`config.mk`:
```
export PLATFORM = sky130hd
export DESIGN_NAME = mem_subsys_top
export DESIGN_NICKNAME = d
export VERILOG_FILES = /design/src/common/mem_pkg.sv /design/src/logic/mem_arbiter.sv /design/src/axi/axi_read_master.sv /design/src/axi/axi_write_master.sv /design/src/logic/mem_subsys_top.sv
export SDC_FILE = /design/constraint.sdc
export NUM_CORES = 1
export LEC_CHECK = 0
export ABC_AREA = 0
export BUFFER_PORTS_ARGS = -buffer_cell sky130_fd_sc_hd__buf_2
export CORE_MARGIN = 10
export CORE_UTILIZATION = 45
export CTS_BUF_LIST = sky130_fd_sc_hd__clkbuf_4
export DETAILED_ROUTE_END_ITERATION = 16
export HOLD_SLACK_MARGIN = 0.12
export PLACE_DENSITY = 0.82
export SLEW_MARGIN = 20
export SYNTH_ARGS = -nofsm -noshare
export SYNTH_HDL_FRONTEND = slang
export SYNTH_HIERARCHICAL = 1
export SYNTH_SLANG_ARGS = --single-unit
```
`constraint.sdc`:
```
create_clock -name clk -period 9.9 [get_ports clk]
set_input_delay 0.495 -clock clk [delete_from_list [all_inputs] [get_ports clk]]
set_output_delay 0.495 -clock clk [all_outputs]
set_load 0.02 [all_outputs]
```
`src/common/mem_pkg.sv`:
```
package mem_pkg;

  // bus widths
  localparam int XLEN   = 32;
  localparam int ADDR_W = 32;
  localparam int STRB_W = XLEN / 8;
  localparam int ID_W   = 4;

  // axi4 encodings, single-beat word transfers only
  localparam logic [7:0] AXI_LEN_SINGLE = 8'd0;
  localparam logic [2:0] AXI_SIZE_WORD  = 3'b010; // 4 bytes
  localparam logic [1:0] AXI_BURST_INCR = 2'b01;
  localparam logic [1:0] AXI_RESP_OKAY  = 2'b00;

  // fixed transaction ids per requester
  localparam logic [ID_W-1:0] ID_FETCH = 4'd0;
  localparam logic [ID_W-1:0] ID_DATA  = 4'd1;

  // requester command, wr ignored on the fetch port
  typedef struct packed {
    logic              wr;
    logic [ADDR_W-1:0] addr;
    logic [XLEN-1:0]   wdata;
    logic [STRB_W-1:0] strb;
  } mem_req_t;

  typedef struct packed {
    logic [XLEN-1:0] rdata;
    logic            err;
  } mem_rsp_t;

  // shared by ar and aw
  typedef struct packed {
    logic [ID_W-1:0]   id;
    logic [ADDR_W-1:0] addr;
    logic [7:0]        len;
    logic [2:0]        size;
    logic [1:0]        burst;
  } axi_ax_t;

  typedef struct packed {
    logic [XLEN-1:0]   data;
    logic [STRB_W-1:0] strb;
    logic              last;
  } axi_w_t;

  typedef struct packed {
    logic [ID_W-1:0] id;
    logic [XLEN-1:0] data;
    logic [1:0]      resp;
    logic            last;
  } axi_r_t;

  typedef struct packed {
    logic [ID_W-1:0] id;
    logic [1:0]      resp;
  } axi_b_t;

endpackage

```
`src/logic/mem_arbiter.sv`:
```
`timescale 1ns/1ns

module mem_arbiter (
  input  logic              clk,
  input  logic              rst_n_i,

  // instruction fetch port, read only
  input  logic              fetch_req_i,
  input  mem_pkg::mem_req_t fetch_cmd_i,
  output logic              fetch_done_o,
  output mem_pkg::mem_rsp_t fetch_rsp_o,

  // data port, read or write
  input  logic              data_req_i,
  input  mem_pkg::mem_req_t data_cmd_i,
  output logic              data_done_o,
  output mem_pkg::mem_rsp_t data_rsp_o,

  // towards the axi engines
  output logic              rd_start_o,
  output logic              wr_start_o,
  output mem_pkg::axi_ax_t  ax_o,
  output mem_pkg::axi_w_t   w_o,
  input  logic              rd_finish_i,
  input  logic              wr_finish_i,
  input  mem_pkg::mem_rsp_t finish_rsp_i
);

  import mem_pkg::*;

  typedef enum logic [1:0] {
    S_IDLE,
    S_FETCH,
    S_DATA
  } arb_state_e;

  arb_state_e state_q;
  logic       rd_start_q;
  logic       wr_start_q;
  logic       finish;
  mem_req_t   sel_cmd;

  assign finish = rd_finish_i | wr_finish_i;

  // data wins when both ask in the same idle cycle
  always_ff @(posedge clk or negedge rst_n_i) begin
    if (!rst_n_i) begin
      state_q    <= S_IDLE;
      rd_start_q <= 1'b0;
      wr_start_q <= 1'b0;
    end else begin
      rd_start_q <= 1'b0; // single-cycle pulses
      wr_start_q <= 1'b0;
      case (state_q)
        S_IDLE: begin
          if (data_req_i) begin
            state_q    <= S_DATA;
            rd_start_q <= ~data_cmd_i.wr;
            wr_start_q <= data_cmd_i.wr;
          end else if (fetch_req_i) begin
            state_q    <= S_FETCH;
            rd_start_q <= 1'b1;
          end
        end
        S_FETCH, S_DATA: begin
          if (finish) begin
            state_q <= S_IDLE; // grant released with the done pulse
          end
        end
        default: state_q <= S_IDLE;
      endcase
    end
  end

  assign rd_start_o = rd_start_q;
  assign wr_start_o = wr_start_q;

  // requesters hold their command until done, so select from the grant
  assign sel_cmd = (state_q == S_DATA) ? data_cmd_i : fetch_cmd_i;

  always_comb begin
    ax_o.id    = (state_q == S_DATA) ? ID_DATA : ID_FETCH;
    ax_o.addr  = sel_cmd.addr;
    ax_o.len   = AXI_LEN_SINGLE;
    ax_o.size  = AXI_SIZE_WORD;
    ax_o.burst = AXI_BURST_INCR;
  end

  always_comb begin
    w_o.data = sel_cmd.wdata;
    w_o.strb = sel_cmd.strb;
    w_o.last = 1'b1; // every write is one beat
  end

  // finish is already a registered pulse from the engine
  assign fetch_done_o = finish && (state_q == S_FETCH);
  assign data_done_o  = finish && (state_q == S_DATA);
  assign fetch_rsp_o  = finish_rsp_i;
  assign data_rsp_o   = finish_rsp_i;

  // a finish belongs to the granted transaction, one engine at a time
  a_finish_owned: assert property (
    @(posedge clk) disable iff (!rst_n_i)
    finish |-> (state_q != S_IDLE) && !(rd_finish_i && wr_finish_i)
  ) else $error("engine finish with no grant or from both engines");

endmodule

```
`src/axi/axi_read_master.sv`:
```
`timescale 1ns/1ns

module axi_read_master (
  input  logic              clk,
  input  logic              rst_n_i,

  // command from the arbiter
  input  logic              start_i,
  input  mem_pkg::axi_ax_t  ax_i,

  // ar channel
  output logic              ar_valid_o,
  input  logic              ar_ready_i,
  output mem_pkg::axi_ax_t  ar_o,

  // r channel
  input  logic              r_valid_i,
  output logic              r_ready_o,
  input  mem_pkg::axi_r_t   r_i,

  // completion back to the arbiter
  output logic              finish_o,
  output mem_pkg::mem_rsp_t rsp_o
);

  import mem_pkg::*;

  typedef enum logic [1:0] {
    S_IDLE,
    S_ADDR,
    S_DATA,
    S_DONE
  } rd_state_e;

  rd_state_e       state_q;
  axi_ax_t         ar_q;
  logic [XLEN-1:0] rdata_q;
  logic            err_q;

  always_ff @(posedge clk or negedge rst_n_i) begin
    if (!rst_n_i) begin
      state_q <= S_IDLE;
    end else begin
      case (state_q)
        S_IDLE: begin
          if (start_i) begin
            state_q <= S_ADDR;
          end
        end
        S_ADDR: begin
          if (ar_ready_i) begin
            state_q <= S_DATA; // address accepted, wait for the beat
          end
        end
        S_DATA: begin
          if (r_valid_i) begin
            state_q <= S_DONE;
          end
        end
        S_DONE:  state_q <= S_IDLE;
        default: state_q <= S_IDLE;
      endcase
    end
  end

  // address payload held for the whole transaction
  always_ff @(posedge clk) begin
    if (state_q == S_IDLE && start_i) begin
      ar_q <= ax_i;
    end
  end

  // capture the returning beat
  always_ff @(posedge clk) begin
    if (state_q == S_DATA && r_valid_i) begin
      rdata_q <= r_i.data;
      err_q   <= (r_i.resp != AXI_RESP_OKAY); // slverr or decerr
    end
  end

  assign ar_valid_o = (state_q == S_ADDR);
  assign ar_o       = ar_q;
  assign r_ready_o  = (state_q == S_DATA);

  assign finish_o    = (state_q == S_DONE);
  assign rsp_o.rdata = rdata_q;
  assign rsp_o.err   = err_q;

  a_ar_stable: assert property (
    @(posedge clk) disable iff (!rst_n_i)
    ar_valid_o && !ar_ready_i |=> ar_valid_o && $stable(ar_o)
  ) else $error("ar payload changed before ready");

  // single-beat reads, so the slave must close the burst at once
  a_r_last: assert property (
    @(posedge clk) disable iff (!rst_n_i)
    r_valid_i && r_ready_o |-> r_i.last
  ) else $error("r beat without last on a single-beat read");

endmodule

```
`src/axi/axi_write_master.sv`:
```
`timescale 1ns/1ns

module axi_write_master (
  input  logic              clk,
  input  logic              rst_n_i,

  // command from the arbiter
  input  logic              start_i,
  input  mem_pkg::axi_ax_t  ax_i,
  input  mem_pkg::axi_w_t   w_i,

  // aw channel
  output logic              aw_valid_o,
  input  logic              aw_ready_i,
  output mem_pkg::axi_ax_t  aw_o,

  // w channel
  output logic              w_valid_o,
  input  logic              w_ready_i,
  output mem_pkg::axi_w_t   w_o,

  // b channel
  input  logic              b_valid_i,
  output logic              b_ready_o,
  input  mem_pkg::axi_b_t   b_i,

  // completion back to the arbiter
  output logic              finish_o,
  output mem_pkg::mem_rsp_t rsp_o
);

  import mem_pkg::*;

  typedef enum logic [1:0] {
    S_IDLE,
    S_ADDR,
    S_RESP,
    S_DONE
  } wr_state_e;

  wr_state_e state_q;
  logic      aw_pend_q; // aw still waiting for ready
  logic      w_pend_q;  // w still waiting for ready
  logic      aw_done;
  logic      w_done;
  axi_ax_t   aw_q;
  axi_w_t    w_q;
  logic      err_q;

  // a channel counts as accepted once its ready has been seen
  assign aw_done = ~aw_pend_q | aw_ready_i;
  assign w_done  = ~w_pend_q | w_ready_i;

  always_ff @(posedge clk or negedge rst_n_i) begin
    if (!rst_n_i) begin
      state_q   <= S_IDLE;
      aw_pend_q <= 1'b0;
      w_pend_q  <= 1'b0;
    end else begin
      case (state_q)
        S_IDLE: begin
          if (start_i) begin
            state_q   <= S_ADDR;
            aw_pend_q <= 1'b1;
            w_pend_q  <= 1'b1;
          end
        end
        S_ADDR: begin
          if (aw_ready_i) begin
            aw_pend_q <= 1'b0;
          end
          if (w_ready_i) begin
            w_pend_q <= 1'b0;
          end
          if (aw_done && w_done) begin
            state_q <= S_RESP; // either order, or both in one edge
          end
        end
        S_RESP: begin
          if (b_valid_i) begin
            state_q <= S_DONE;
          end
        end
        S_DONE:  state_q <= S_IDLE;
        default: state_q <= S_IDLE;
      endcase
    end
  end

  always_ff @(posedge clk) begin
    if (state_q == S_IDLE && start_i) begin
      aw_q <= ax_i;
      w_q  <= w_i;
    end
  end

  always_ff @(posedge clk) begin
    if (state_q == S_RESP && b_valid_i) begin
      err_q <= (b_i.resp != AXI_RESP_OKAY);
    end
  end

  assign aw_valid_o = aw_pend_q;
  assign aw_o       = aw_q;
  assign w_valid_o  = w_pend_q;
  assign w_o        = w_q;
  assign b_ready_o  = (state_q == S_RESP);

  assign finish_o    = (state_q == S_DONE);
  assign rsp_o.rdata = '0; // writes return no data
  assign rsp_o.err   = err_q;

  a_w_stable: assert property (
    @(posedge clk) disable iff (!rst_n_i)
    w_valid_o && !w_ready_i |=> w_valid_o && $stable(w_o)
  ) else $error("w payload changed before ready");

  a_b_after_aw_w: assert property (
    @(posedge clk) disable iff (!rst_n_i)
    b_ready_o |-> !aw_valid_o && !w_valid_o
  ) else $error("b ready raised with aw or w still outstanding");

endmodule

```
`src/logic/mem_subsys_top.sv`:
```
`timescale 1ns/1ns

module mem_subsys_top (
  input  logic              clk,
  input  logic              rst_n_i,

  // fetch requester
  input  logic              fetch_req_i,
  input  mem_pkg::mem_req_t fetch_cmd_i,
  output logic              fetch_done_o,
  output mem_pkg::mem_rsp_t fetch_rsp_o,

  // data requester
  input  logic              data_req_i,
  input  mem_pkg::mem_req_t data_cmd_i,
  output logic              data_done_o,
  output mem_pkg::mem_rsp_t data_rsp_o,

  // axi4 read side
  output logic              ar_valid_o,
  input  logic              ar_ready_i,
  output mem_pkg::axi_ax_t  ar_o,
  input  logic              r_valid_i,
  output logic              r_ready_o,
  input  mem_pkg::axi_r_t   r_i,

  // axi4 write side
  output logic              aw_valid_o,
  input  logic              aw_ready_i,
  output mem_pkg::axi_ax_t  aw_o,
  output logic              w_valid_o,
  input  logic              w_ready_i,
  output mem_pkg::axi_w_t   w_o,
  input  logic              b_valid_i,
  output logic              b_ready_o,
  input  mem_pkg::axi_b_t   b_i
);

  import mem_pkg::*;

  logic     rd_start;
  logic     wr_start;
  axi_ax_t  arb_ax;
  axi_w_t   arb_w;
  logic     rd_finish;
  logic     wr_finish;
  mem_rsp_t rd_rsp;
  mem_rsp_t wr_rsp;
  mem_rsp_t finish_rsp;

  // only one engine is ever busy
  assign finish_rsp = wr_finish ? wr_rsp : rd_rsp;

  mem_arbiter u_arbiter (
    .clk          (clk),
    .rst_n_i      (rst_n_i),
    .fetch_req_i  (fetch_req_i),
    .fetch_cmd_i  (fetch_cmd_i),
    .fetch_done_o (fetch_done_o),
    .fetch_rsp_o  (fetch_rsp_o),
    .data_req_i   (data_req_i),
    .data_cmd_i   (data_cmd_i),
    .data_done_o  (data_done_o),
    .data_rsp_o   (data_rsp_o),
    .rd_start_o   (rd_start),
    .wr_start_o   (wr_start),
    .ax_o         (arb_ax),
    .w_o          (arb_w),
    .rd_finish_i  (rd_finish),
    .wr_finish_i  (wr_finish),
    .finish_rsp_i (finish_rsp)
  );

  axi_read_master u_rd (
    .clk        (clk),
    .rst_n_i    (rst_n_i),
    .start_i    (rd_start),
    .ax_i       (arb_ax),
    .ar_valid_o (ar_valid_o),
    .ar_ready_i (ar_ready_i),
    .ar_o       (ar_o),
    .r_valid_i  (r_valid_i),
    .r_ready_o  (r_ready_o),
    .r_i        (r_i),
    .finish_o   (rd_finish),
    .rsp_o      (rd_rsp)
  );

  axi_write_master u_wr (
    .clk        (clk),
    .rst_n_i    (rst_n_i),
    .start_i    (wr_start),
    .ax_i       (arb_ax),
    .w_i        (arb_w),
    .aw_valid_o (aw_valid_o),
    .aw_ready_i (aw_ready_i),
    .aw_o       (aw_o),
    .w_valid_o  (w_valid_o),
    .w_ready_i  (w_ready_i),
    .w_o        (w_o),
    .b_valid_i  (b_valid_i),
    .b_ready_o  (b_ready_o),
    .b_i        (b_i),
    .finish_o   (wr_finish),
    .rsp_o      (wr_rsp)
  );

endmodule

```
==> qor.yml, run 1 <==
grt_max_degree: 72
postCtsSetupBuffers: 0
max-slew-margin-rel: 0.361
vias_per_cell: 4.56
die_w_um: 154
drt_drc_violations_left: 0
port_buffers: 389
hold_path.class: "in2reg"
fin_nets: 1042
postSynthCellCount: 475
max_stage_delay_ns: 0.67
rsz0062_at_grt: "false"
vias: 4907
slowest_stage: "buf_4"
track_usage: 0.181
pin_count: 400
power.density_nw_per_um2: 239
cts_tree: "yes"
tightest_slew_ns: 0.958
ys_seq_area_frac: 0.659
synth_mux_area_frac: 0.159
placed_cells: 1009
crit_chain: "inv_1 > ha_4 > buf_4 > o21a_1 > buf_2"
hold_viol_final: 0
antenna_found_initial: 3
cts_resized: 0
async_flop_share: 0.0559
routed_wl_mm: 22.1
dp_hpwl_mm: 17.4
synth_area_per_cell_sq_um: 17.0
drtAntennaViolNets: 0
finClkSkew_ns: 0.0226
grt_overflow: 0
syn_area_sq_um: 8090
insertion_delay_ns: 0.56
fmax_mhz: 354
setup_violations: 0
synth_top_family_by_area: "multiplexers"
drt-wirelength-per-cell_um: 20.5
slew_violations: 0
stdcell_count: 1077
drive_above_1_share: 0.633
synthXorXnorAreaFrac: 0
synthSimpleGateAreaFrac: 0.0223
rows: 48
core_sq_um: 17500
period_needed_ns: 2.82
cap_viol_max_count: 0
drtPass1Iterations: 4
dpl_cell_area_sq_um: 9530
grt_pass1_vias: 5401
cts_inserted_buffers: 17
crit_required_ns: 9.41
area_growth_pct: 26.2
postLayoutCoreUtil: 0.584
crit_buf_inv: 3
drt-initial-drc-count: 193
ys_seq_elements: 179
path_max_fanout: 71
die_h_um: 154
power_leakage_nw: 4.45
design_area_sq_um: 10200
n_fill_cell: 1344
path_class: "reg2out"
start_kind: "flip-flop"
arrival_ns: 2.33
initial_core_util: 0.463
end_kind: "output pin"
htree_levels: 4
finalCritPeriodShare: 0.285
ys_types: 36
die_area_sq_um: 23700
critPathTopFamily: "buffers and inverters"
synth_adder_area_share: 0.0201
clock_sinks: 179
yosysWarnings: 6
synth-compound-area-share: 0.0108
path_clk_slew_ns: 0.15
cts_buffer_depth: 2
grt_pass1_wl_mm: 32.8
synth_edf_count: 169
cts_root_buffer: "clkbuf_4"
synth-main-ff-cell: "edfxtp_1"
tns_ns: 0
status: "finished clean"
ir_worst_vdd_mv: 0.189
gp_congestion: 0.826
state kept, by name (all words and copies together), names as in the netlist, 2 cells and up:
signal	cells
u_rd/state_q	2
u_rd/ar_o	49
u_rd/rdata_q	32
u_wr/aw_o	49
u_wr/state_q	2
u_wr/w_o	37
u_arbiter/state_q	2
metrics by stage:
step                      hold WS (ns)  worst slack, ns  power (mW)
after global routing             0.121             6.87        2.57
after CTS                        0.129             6.73        2.46
after global placement           0.369             7.40        2.00
after floorplan                  0.199             6.77        1.88
final                            0.185             7.08        2.44
after detailed placement         0.370             7.39        2.02
routing by layer:
metal,up-vias,GRT usage,wire (um)
li1,2293,-,-
met5,-,0,13
met1,2304,0.178,7340
met4,2,0.0540,362
met3,23,0.0943,2630
met2,285,0.323,11700
area by class of cell:
cell class                      count  area (sq um)  area share
Timing Repair Buffer              426          2310       0.226
Tap cell                          225           282      0.0276
Multi-Input combinational cell    204          1930       0.189
Inverter                            9          33.8     0.00331
Antenna cell                        2          5.00    0.000490
Sequential cell                   179          5330       0.522
Clock buffer                       17           128      0.0125
Clock inverter                     15           194      0.0190
cells by family (layout without fill, tap and decap cells):
group | after synthesis | in the layout
flip-flops | 179 | 179
buffers and inverters | 138 | 467
multiplexers | 104 | 104
AND/OR/NAND/NOR | 27 | 27
adder cells (fa/ha/maj) | 13 | 13
AO/OA/AOI/OAI | 11 | 11
other | 3 | 51
where the power goes:
part / internal (mW) / switching [mW] / leakage, nW / total [mW]
Combinational: 0.402 / 0.579 / 2.63 / 0.981
Clock: 0.163 / 0.276 / 0.169 / 0.439
Sequential: 0.985 / 0.0366 / 1.65 / 1.02
cells in the mapped netlist (all sizes together) (2+ instances only):
master / count / area share
mux2: 103 / 0.16
nand2: 5 / 0.0023
ha: 13 / 0.020
nor2b: 2 / 0.0034
o21ai: 3 / 0.0023
nor2: 5 / 0.0023
and2: 4 / 0.0033
or2: 2 / 0.0015
dfrtp: 10 / 0.031
buf: 129 / 0.12
inv: 9 / 0.0042
nand2b: 2 / 0.0015
edfxtp: 169 / 0.63
conb: 3 / 0.0014
o21a: 2 / 0.0019
path summary, 6_finish.rpt:
path / startpoint / end / slack (ns) / depth (start not counted)
max: u_arbiter/state_q[0] / data_done_o / 7.08 / 5
min: b_i[0] / u_wr/err_q / 0.18 / 2
max reg2reg: u_wr/state_q[0] / u_wr/aw_o[40] / 7.57 / 4
min reg2reg: u_wr/aw_valid_o / u_wr/aw_valid_o / 0.56 / 2
max in group asynchronous: rst_n_i / u_wr/state_q[1] / 9.39 / 2
min in group asynchronous: rst_n_i / u_arbiter/wr_start_o / 0.31 / 2
cells in the final DEF, fill, tap and decap left out, types with 2 or more instances in the layout:
cell type,instances
ha_1,11
nand2_1,5
diode_2,2
inv_8,3
dfrtp_1,10
inv_6,3
o21ai_1,2
ha_4,2
bufinv_16,2
edfxtp_1,169
nor2b_4,2
buf_2,389
buf_4,3
or2_2,2
mux2_2,71
nor2_1,5
dlygate4sd3_1,34
nand2b_1,2
and2_2,2
conb_1,49
clkinv_8,3
inv_1,9
clkbuf_4,17
mux2_4,31
o21a_1,2
what timing repair did:
item | in CTS | in global routing
endpoints found under the setup margin | 0 | 0
hold buffers | 33 | 1
hold endpoints to repair | 42 | 1
(Power assumes the default switching activity.)
==> run 2: changes to the inputs <==
--- a/config.mk
+++ b/config.mk
@@ -5,10 +5,10 @@
 export SDC_FILE = /design/constraint.sdc
 export NUM_CORES = 1
 export LEC_CHECK = 0
-export ABC_AREA = 0
+export ABC_AREA = 1
 export BUFFER_PORTS_ARGS = -buffer_cell sky130_fd_sc_hd__buf_2
 export CORE_MARGIN = 10
-export CORE_UTILIZATION = 45
+export CORE_UTILIZATION = 43
 export CTS_BUF_LIST = sky130_fd_sc_hd__clkbuf_4
 export DETAILED_ROUTE_END_ITERATION = 16
 export HOLD_SLACK_MARGIN = 0.12
==> constraint.sdc (replaced) <==
create_clock -name clk -period 2.4 [get_ports clk]
set_input_delay 0.12 -clock clk [delete_from_list [all_inputs] [get_ports clk]]
set_output_delay 0.12 -clock clk [all_outputs]
set_load 0.02 [all_outputs]
==> run 2 against run 1 <==
  * Sequential power increased to 4.3 times the previous value
  * Setup slack got worse by 6.9 ns
  * Area after synthesis decreased by 0.25%
  * Register-to-register slack got worse by 7.4 ns
  * Via count increased by 42%
  * Hold slack improved by 0.068 ns
  * Clock-buffer cell count unchanged
  * Largest cell class unchanged
==> qor.yml, run 2 <==
grt_max_degree: 71
power.density_nw_per_um2: 973
slowest_stage: "dlygate4sd3_1"
period_needed_ns: 2.21
drtPass1Iterations: 6
postSynthCellCount: 716
ys_types: 21
drt-wirelength-per-cell_um: 19.1
vias: 6961
drive_above_1_share: 0.367
finalCritPeriodShare: 0.919
grt_pass1_wl_mm: 41.5
switching_share: 0.409
yosysWarnings: 6
crit_top_cell: "dlygate4sd3_1"
routed_wl_mm: 28.1
async_flop_share: 0.0559
grt_overflow: 0
n_fill_cell: 1341
power_leakage_nw: 5.58
gp_congestion: 0.916
p_int_mw: 6.75
final_common_cell: "buf_2"
dp_hpwl_mm: 17.9
ys_top_cells_by_area: "edfxtp_1, nand2_1, buf_4, dfrtp_1, ha_1"
cts_root_buffer: "clkbuf_4"
status: "finished clean"
die_area_sq_um: 24600
placed_cells: 1253
crit_chain: "inv_1 > ha_1 > nand2_2 > nand4_1 > dlygate4sd3_1 > nand2_1 > dlygate4sd3_1"
syn_area_sq_um: 8070
end_kind: "flip-flop"
track_usage: 0.221
die_h_um: 157
seq_power_share: 0.382
clock_sinks: 179
area_growth_pct: 45.5
max-slew-margin-rel: 0.628
grt_pass1_vias: 7304
vias_per_cell: 4.72
ir_worst_vdd_mv: 0.523
hold_path.class: "in2reg"
path_max_fanout: 4
hold_viol_final: 0
finClkSkew_ns: 0.0352
synth_top_area_share: 0.629
synth_area_per_cell_sq_um: 11.3
synth-main-ff-cell: "edfxtp_1"
crit_buf_inv: 3
synthTopCellsByCount: "nand2_1, edfxtp_1, buf_4"
synth_edf_count: 169
fin_nets: 1429
design_area_sq_um: 11700
dpl_cell_area_sq_um: 9540
rsz0062_at_grt: "false"
use_met1: 0.231
cts_tree: "yes"
stdcell_count: 1475
cap_viol_max_count: 0
pin_count: 400
htree_levels: 4
port_buffers: 389
use_met2: 0.398
setup_ws_ns: 0.194
ys_seq_area_frac: 0.660
rows: 50
core_sq_um: 18600
insertion_delay_ns: 0.59
drt_drc_violations_left: 0
die_w_um: 157
pwr-share-clk: 0.163
arrival_ns: 2.66
setup_violations: 0
tns_ns: 0
ys_seq_elements: 179
path_clk_slew_ns: 0.15
top_usage_layer: "met2"
fmax_mhz: 453
synth_most_common_cell: "nand2_1"
grt_use_met3: 0.0819
start_kind: "flip-flop"
tightest_slew_ns: 0.558
drt-initial-drc-count: 599
pwr-share-comb: 0.455
slew_violations: 0
mostFrequentLayoutCells: "buf_2, nand2_1, dlygate4sd3_1, edfxtp_1, conb_1"
critPathTopFamily: "buffers and inverters"
max_stage_delay_ns: 0.56
post-place-ws_ns: 0.655
path_class: "reg2reg"
crit_required_ns: 2.86
cts_inserted_buffers: 17
drtAntennaViolNets: 0
p_sw_mw: 4.67
cts_buffer_depth: 2
synth.largest_area_cell: "edfxtp_1"
antenna_found_initial: 3
initial_core_util: 0.434
run 2: cells by family after synthesis:
family	synth area share
and+or+nand+nor	0.175
DFF	0.660
buffers and inverters	0.142
adders and majority gates	0.0202
other	0.00140
AOI/OAI and AO/OA	0.000620
run 2: worst paths after layout:
path | startpoint | end | slack [ns] | depth (start not counted)
setup / recovery | u_rd/state_q[0] | u_rd/state_q[1] | 0.19 | 7
setup reg to reg | u_rd/state_q[0] | u_rd/state_q[1] | 0.19 | 7
max in group asynchronous | rst_n_i | u_wr/state_q[0] | 1.51 | 3
min in group asynchronous | rst_n_i | u_arbiter/state_q[1] | 0.55 | 3
hold reg to reg | u_wr/w_valid_o | u_wr/w_valid_o | 0.53 | 2
hold / removal | r_i[34] | u_rd/rdata_q[31] | 0.25 | 2
run 2: what timing repair did:
action / 4_1_cts / 5_1_grt
resized for setup: 0 / 1
buffers inserted: 0 / 0
endpoints found under the hold margin: 155 / 0
endpoints found under the setup margin: 0 / 2
hold buffers: 186 / 0
run 2: layout make-up:
cell class	instances	area, sq um	share of cell area
antenna	5	12.5	0.00107
clock inverter	14	193	0.0164
tap	234	293	0.0249
inverter	22	96.3	0.00821
sequential	179	5330	0.454
timing repair buffer	582	3920	0.334
clock buffer	17	128	0.0109
multi-input combinational	422	1770	0.151
run 2: layer usage:
| layer | wire [um] | share of wire |
|---|---|---|
| met2 | 14700 | 0.52 |
| met4 | 859 | 0.031 |
| met5 | 0 | 0 |
| met3 | 3260 | 0.12 |
| met1 | 9320 | 0.33 |
run 2: power by group through the flow:
stage	combinational (mW)	clock (mW)	sequential, mW
after detailed placement	4.25	0	4.41
final	5.20	1.86	4.36
after CTS	5.04	1.89	4.34
after global placement	4.15	0	4.39
after global routing	5.59	2.04	4.41
after floorplan	3.08	0	4.82
run 2: worst reg2reg max path, delay by kind of cell, from the launching register on:
kind	cells	cell delay (ns)
simple gates	3	0.22
fa+ha+maj	1	0.22
buf+inv	3	1.22
flops	1	0.44
run 2: through the flow:
| stage | util | power, mW | hold WS [ns] |
|---|---|---|---|
| after floorplan | - | 7.91 | -0.176 |
| after global routing | 0.631 | 12.0 | 0.169 |
| final | 0.632 | 11.4 | 0.253 |
| after CTS | 0.631 | 11.3 | 0.188 |
| after global placement | 0.513 | 8.54 | 0.000129 |
| after detailed placement | 0.513 | 8.67 | 0.00525 |
==> run 3: changes to the inputs <==
--- a/config.mk
+++ b/config.mk
@@ -13,6 +13,7 @@
 export DETAILED_ROUTE_END_ITERATION = 16
 export HOLD_SLACK_MARGIN = 0.12
 export PLACE_DENSITY = 0.82
+export RECOVER_POWER = 25
 export SLEW_MARGIN = 20
 export SYNTH_ARGS = -nofsm -noshare
 export SYNTH_HDL_FRONTEND = slang
==> run 3 against run 2 <==
  * Die area unchanged
  * Via count down 0.16%
  * Critical path depth is the same
  * Non-clock buffer count unchanged
  * Register-to-register slack got worse by 0.06 ns
  * Sequential share of layout area is 0.44 points higher
  * Hold slack better by 0.0058 ns
  * Clock-buffer cell count unchanged
  * Critical endpoint is now u_rd/ar_o[43]
==> qor.yml, run 3 (synthesis results as in run 2) <==
grt_pass1_wl_mm: 41.5
initial_core_util: 0.434
max_stage_delay_ns: 0.63
slowest_stage: "dlygate4sd3_1"
cts_buffer_depth: 2
gp_congestion: 0.916
finClkSkew_ns: 0.0349
core_sq_um: 18600
pwr-share-clk: 0.164
rows: 50
drt_drc_violations_left: 0
crit_chain: "inv_1 > ha_1 > inv_4 > buf_12 > nand2_1 > nand2_1 > dlygate4sd3_1"
fin_nets: 1429
ir_worst_vdd_mv: 0.521
drtPass1Iterations: 5
drive_above_1_share: 0.297
rsz0062_at_grt: "false"
grt_pass1_vias: 7304
setup_violations: 0
start_kind: "flip-flop"
vias_per_cell: 4.72
postCtsSetupBuffers: 0
dp_hpwl_mm: 17.9
hold_viol_final: 0
area_growth_pct: 44.1
cap_viol_max_count: 0
max-slew-margin-rel: 0.633
setup_ws_ns: 0.135
cts_tree: "yes"
die_h_um: 157
crit_top_cell: "nand2_1"
seq_power_share: 0.384
pin_count: 400
htree_levels: 4
cts_root_buffer: "clkbuf_4"
p_sw_mw: 4.67
post-place-ws_ns: 0.655
end_kind: "flip-flop"
antenna_found_initial: 3
pwr-share-comb: 0.452
path_clk_slew_ns: 0.15
cts_inserted_buffers: 17
finalCritPeriodShare: 0.944
power.density_nw_per_um2: 979
track_usage: 0.221
tightest_slew_ns: 0.551
clock_sinks: 179
die_w_um: 157
port_buffers: 389
path_class: "reg2reg"
fmax_mhz: 441
period_needed_ns: 2.27
drt-initial-drc-count: 558
p_int_mw: 6.70
grt_overflow: 0
power_leakage_nw: 5.35
status: "finished clean"
tns_ns: 0
drtAntennaViolNets: 0
path_max_fanout: 48
insertion_delay_ns: 0.59
routed_wl_mm: 28.2
hold_path.class: "in2reg"
mostFrequentLayoutCells: "nand2_1, buf_2, dlygate4sd3_1, edfxtp_1, clkbuf_1"
die_area_sq_um: 24600
grt_max_degree: 71
final_common_cell: "nand2_1"
crit_required_ns: 2.81
switching_share: 0.411
drt-wirelength-per-cell_um: 19.1
vias: 6950
slew_violations: 0
arrival_ns: 2.67
==> run 3: metal layers <==
metal	GRT usage	part of all wire	vias up
met5	0	0	-
met3	0.0819	0.12	52
met1	0.231	0.33	3253
met4	0.0809	0.026	0
li1	-	-	3161
met2	0.398	0.53	484
==> run 3: final cells by class <==
type	instances	area (sq um)
inverters	22	96.3
clock inverters	14	193
multi-input cells	422	1770
flip-flops and latches	179	5330
diodes	4	10.0
fillers	1396	6960
clock buffers	17	128
repair buffers	582	3810
well taps	234	293
==> run 3: through the flow <==
stage,power (mW),util,hold WS [ns],instances,instance area [sq um]
6_report,11.4,0.626,0.258,1474,11600
5_1_grt,12.0,0.625,0.169,1473,11600
3_5_place_dp,8.67,0.513,0.00525,1253,9540
3_3_place_gp,8.54,0.513,0.000129,1253,9540
2_1_floorplan,7.91,-,-0.176,762,8250
4_1_cts,11.3,0.631,0.188,1470,11700
==> run 3: path summary, 6_finish.rpt <==
check                                     startpoint                    to  slack, ns  cells after the start
worst min-delay path                         r_i[34]      u_rd/rdata_q[31]       0.26                      2
worst max-delay path            u_arbiter/state_q[0]         u_rd/ar_o[43]       0.13                      7
min in group asynchronous                    rst_n_i  u_arbiter/state_q[1]       0.56                      3
max in group asynchronous                    rst_n_i       u_wr/state_q[0]       1.50                      3
worst min register to register        u_wr/w_valid_o        u_wr/w_valid_o       0.53                      2
worst max register to register  u_arbiter/state_q[0]         u_rd/ar_o[43]       0.13                      7
==> run 3: power by group through the flow <==
stage	Clock (mW)	Combinational [mW]	Sequential [mW]
floorplan	0	3.08	4.82
global placement	0	4.15	4.39
detailed placement	0	4.25	4.41
CTS	1.89	5.04	4.34
global route	2.04	5.54	4.42
finish	1.86	5.15	4.37
==> run 3: critical path: cells and delay by family (launching register included) <==
family	cells	cell delay (ns)
adder cells (fa/ha/maj)	1	0.27
buffers and inverters	4	1.21
flip-flops	1	0.42
AND/OR/NAND/NOR	2	0.19
==> run 3: timing repair <==
item | in CTS | in global routing
resized for setup | 0 | 1
hold buffers | 186 | 0
hold endpoints to repair | 155 | 0
endpoints found under the setup margin | 0 | 2
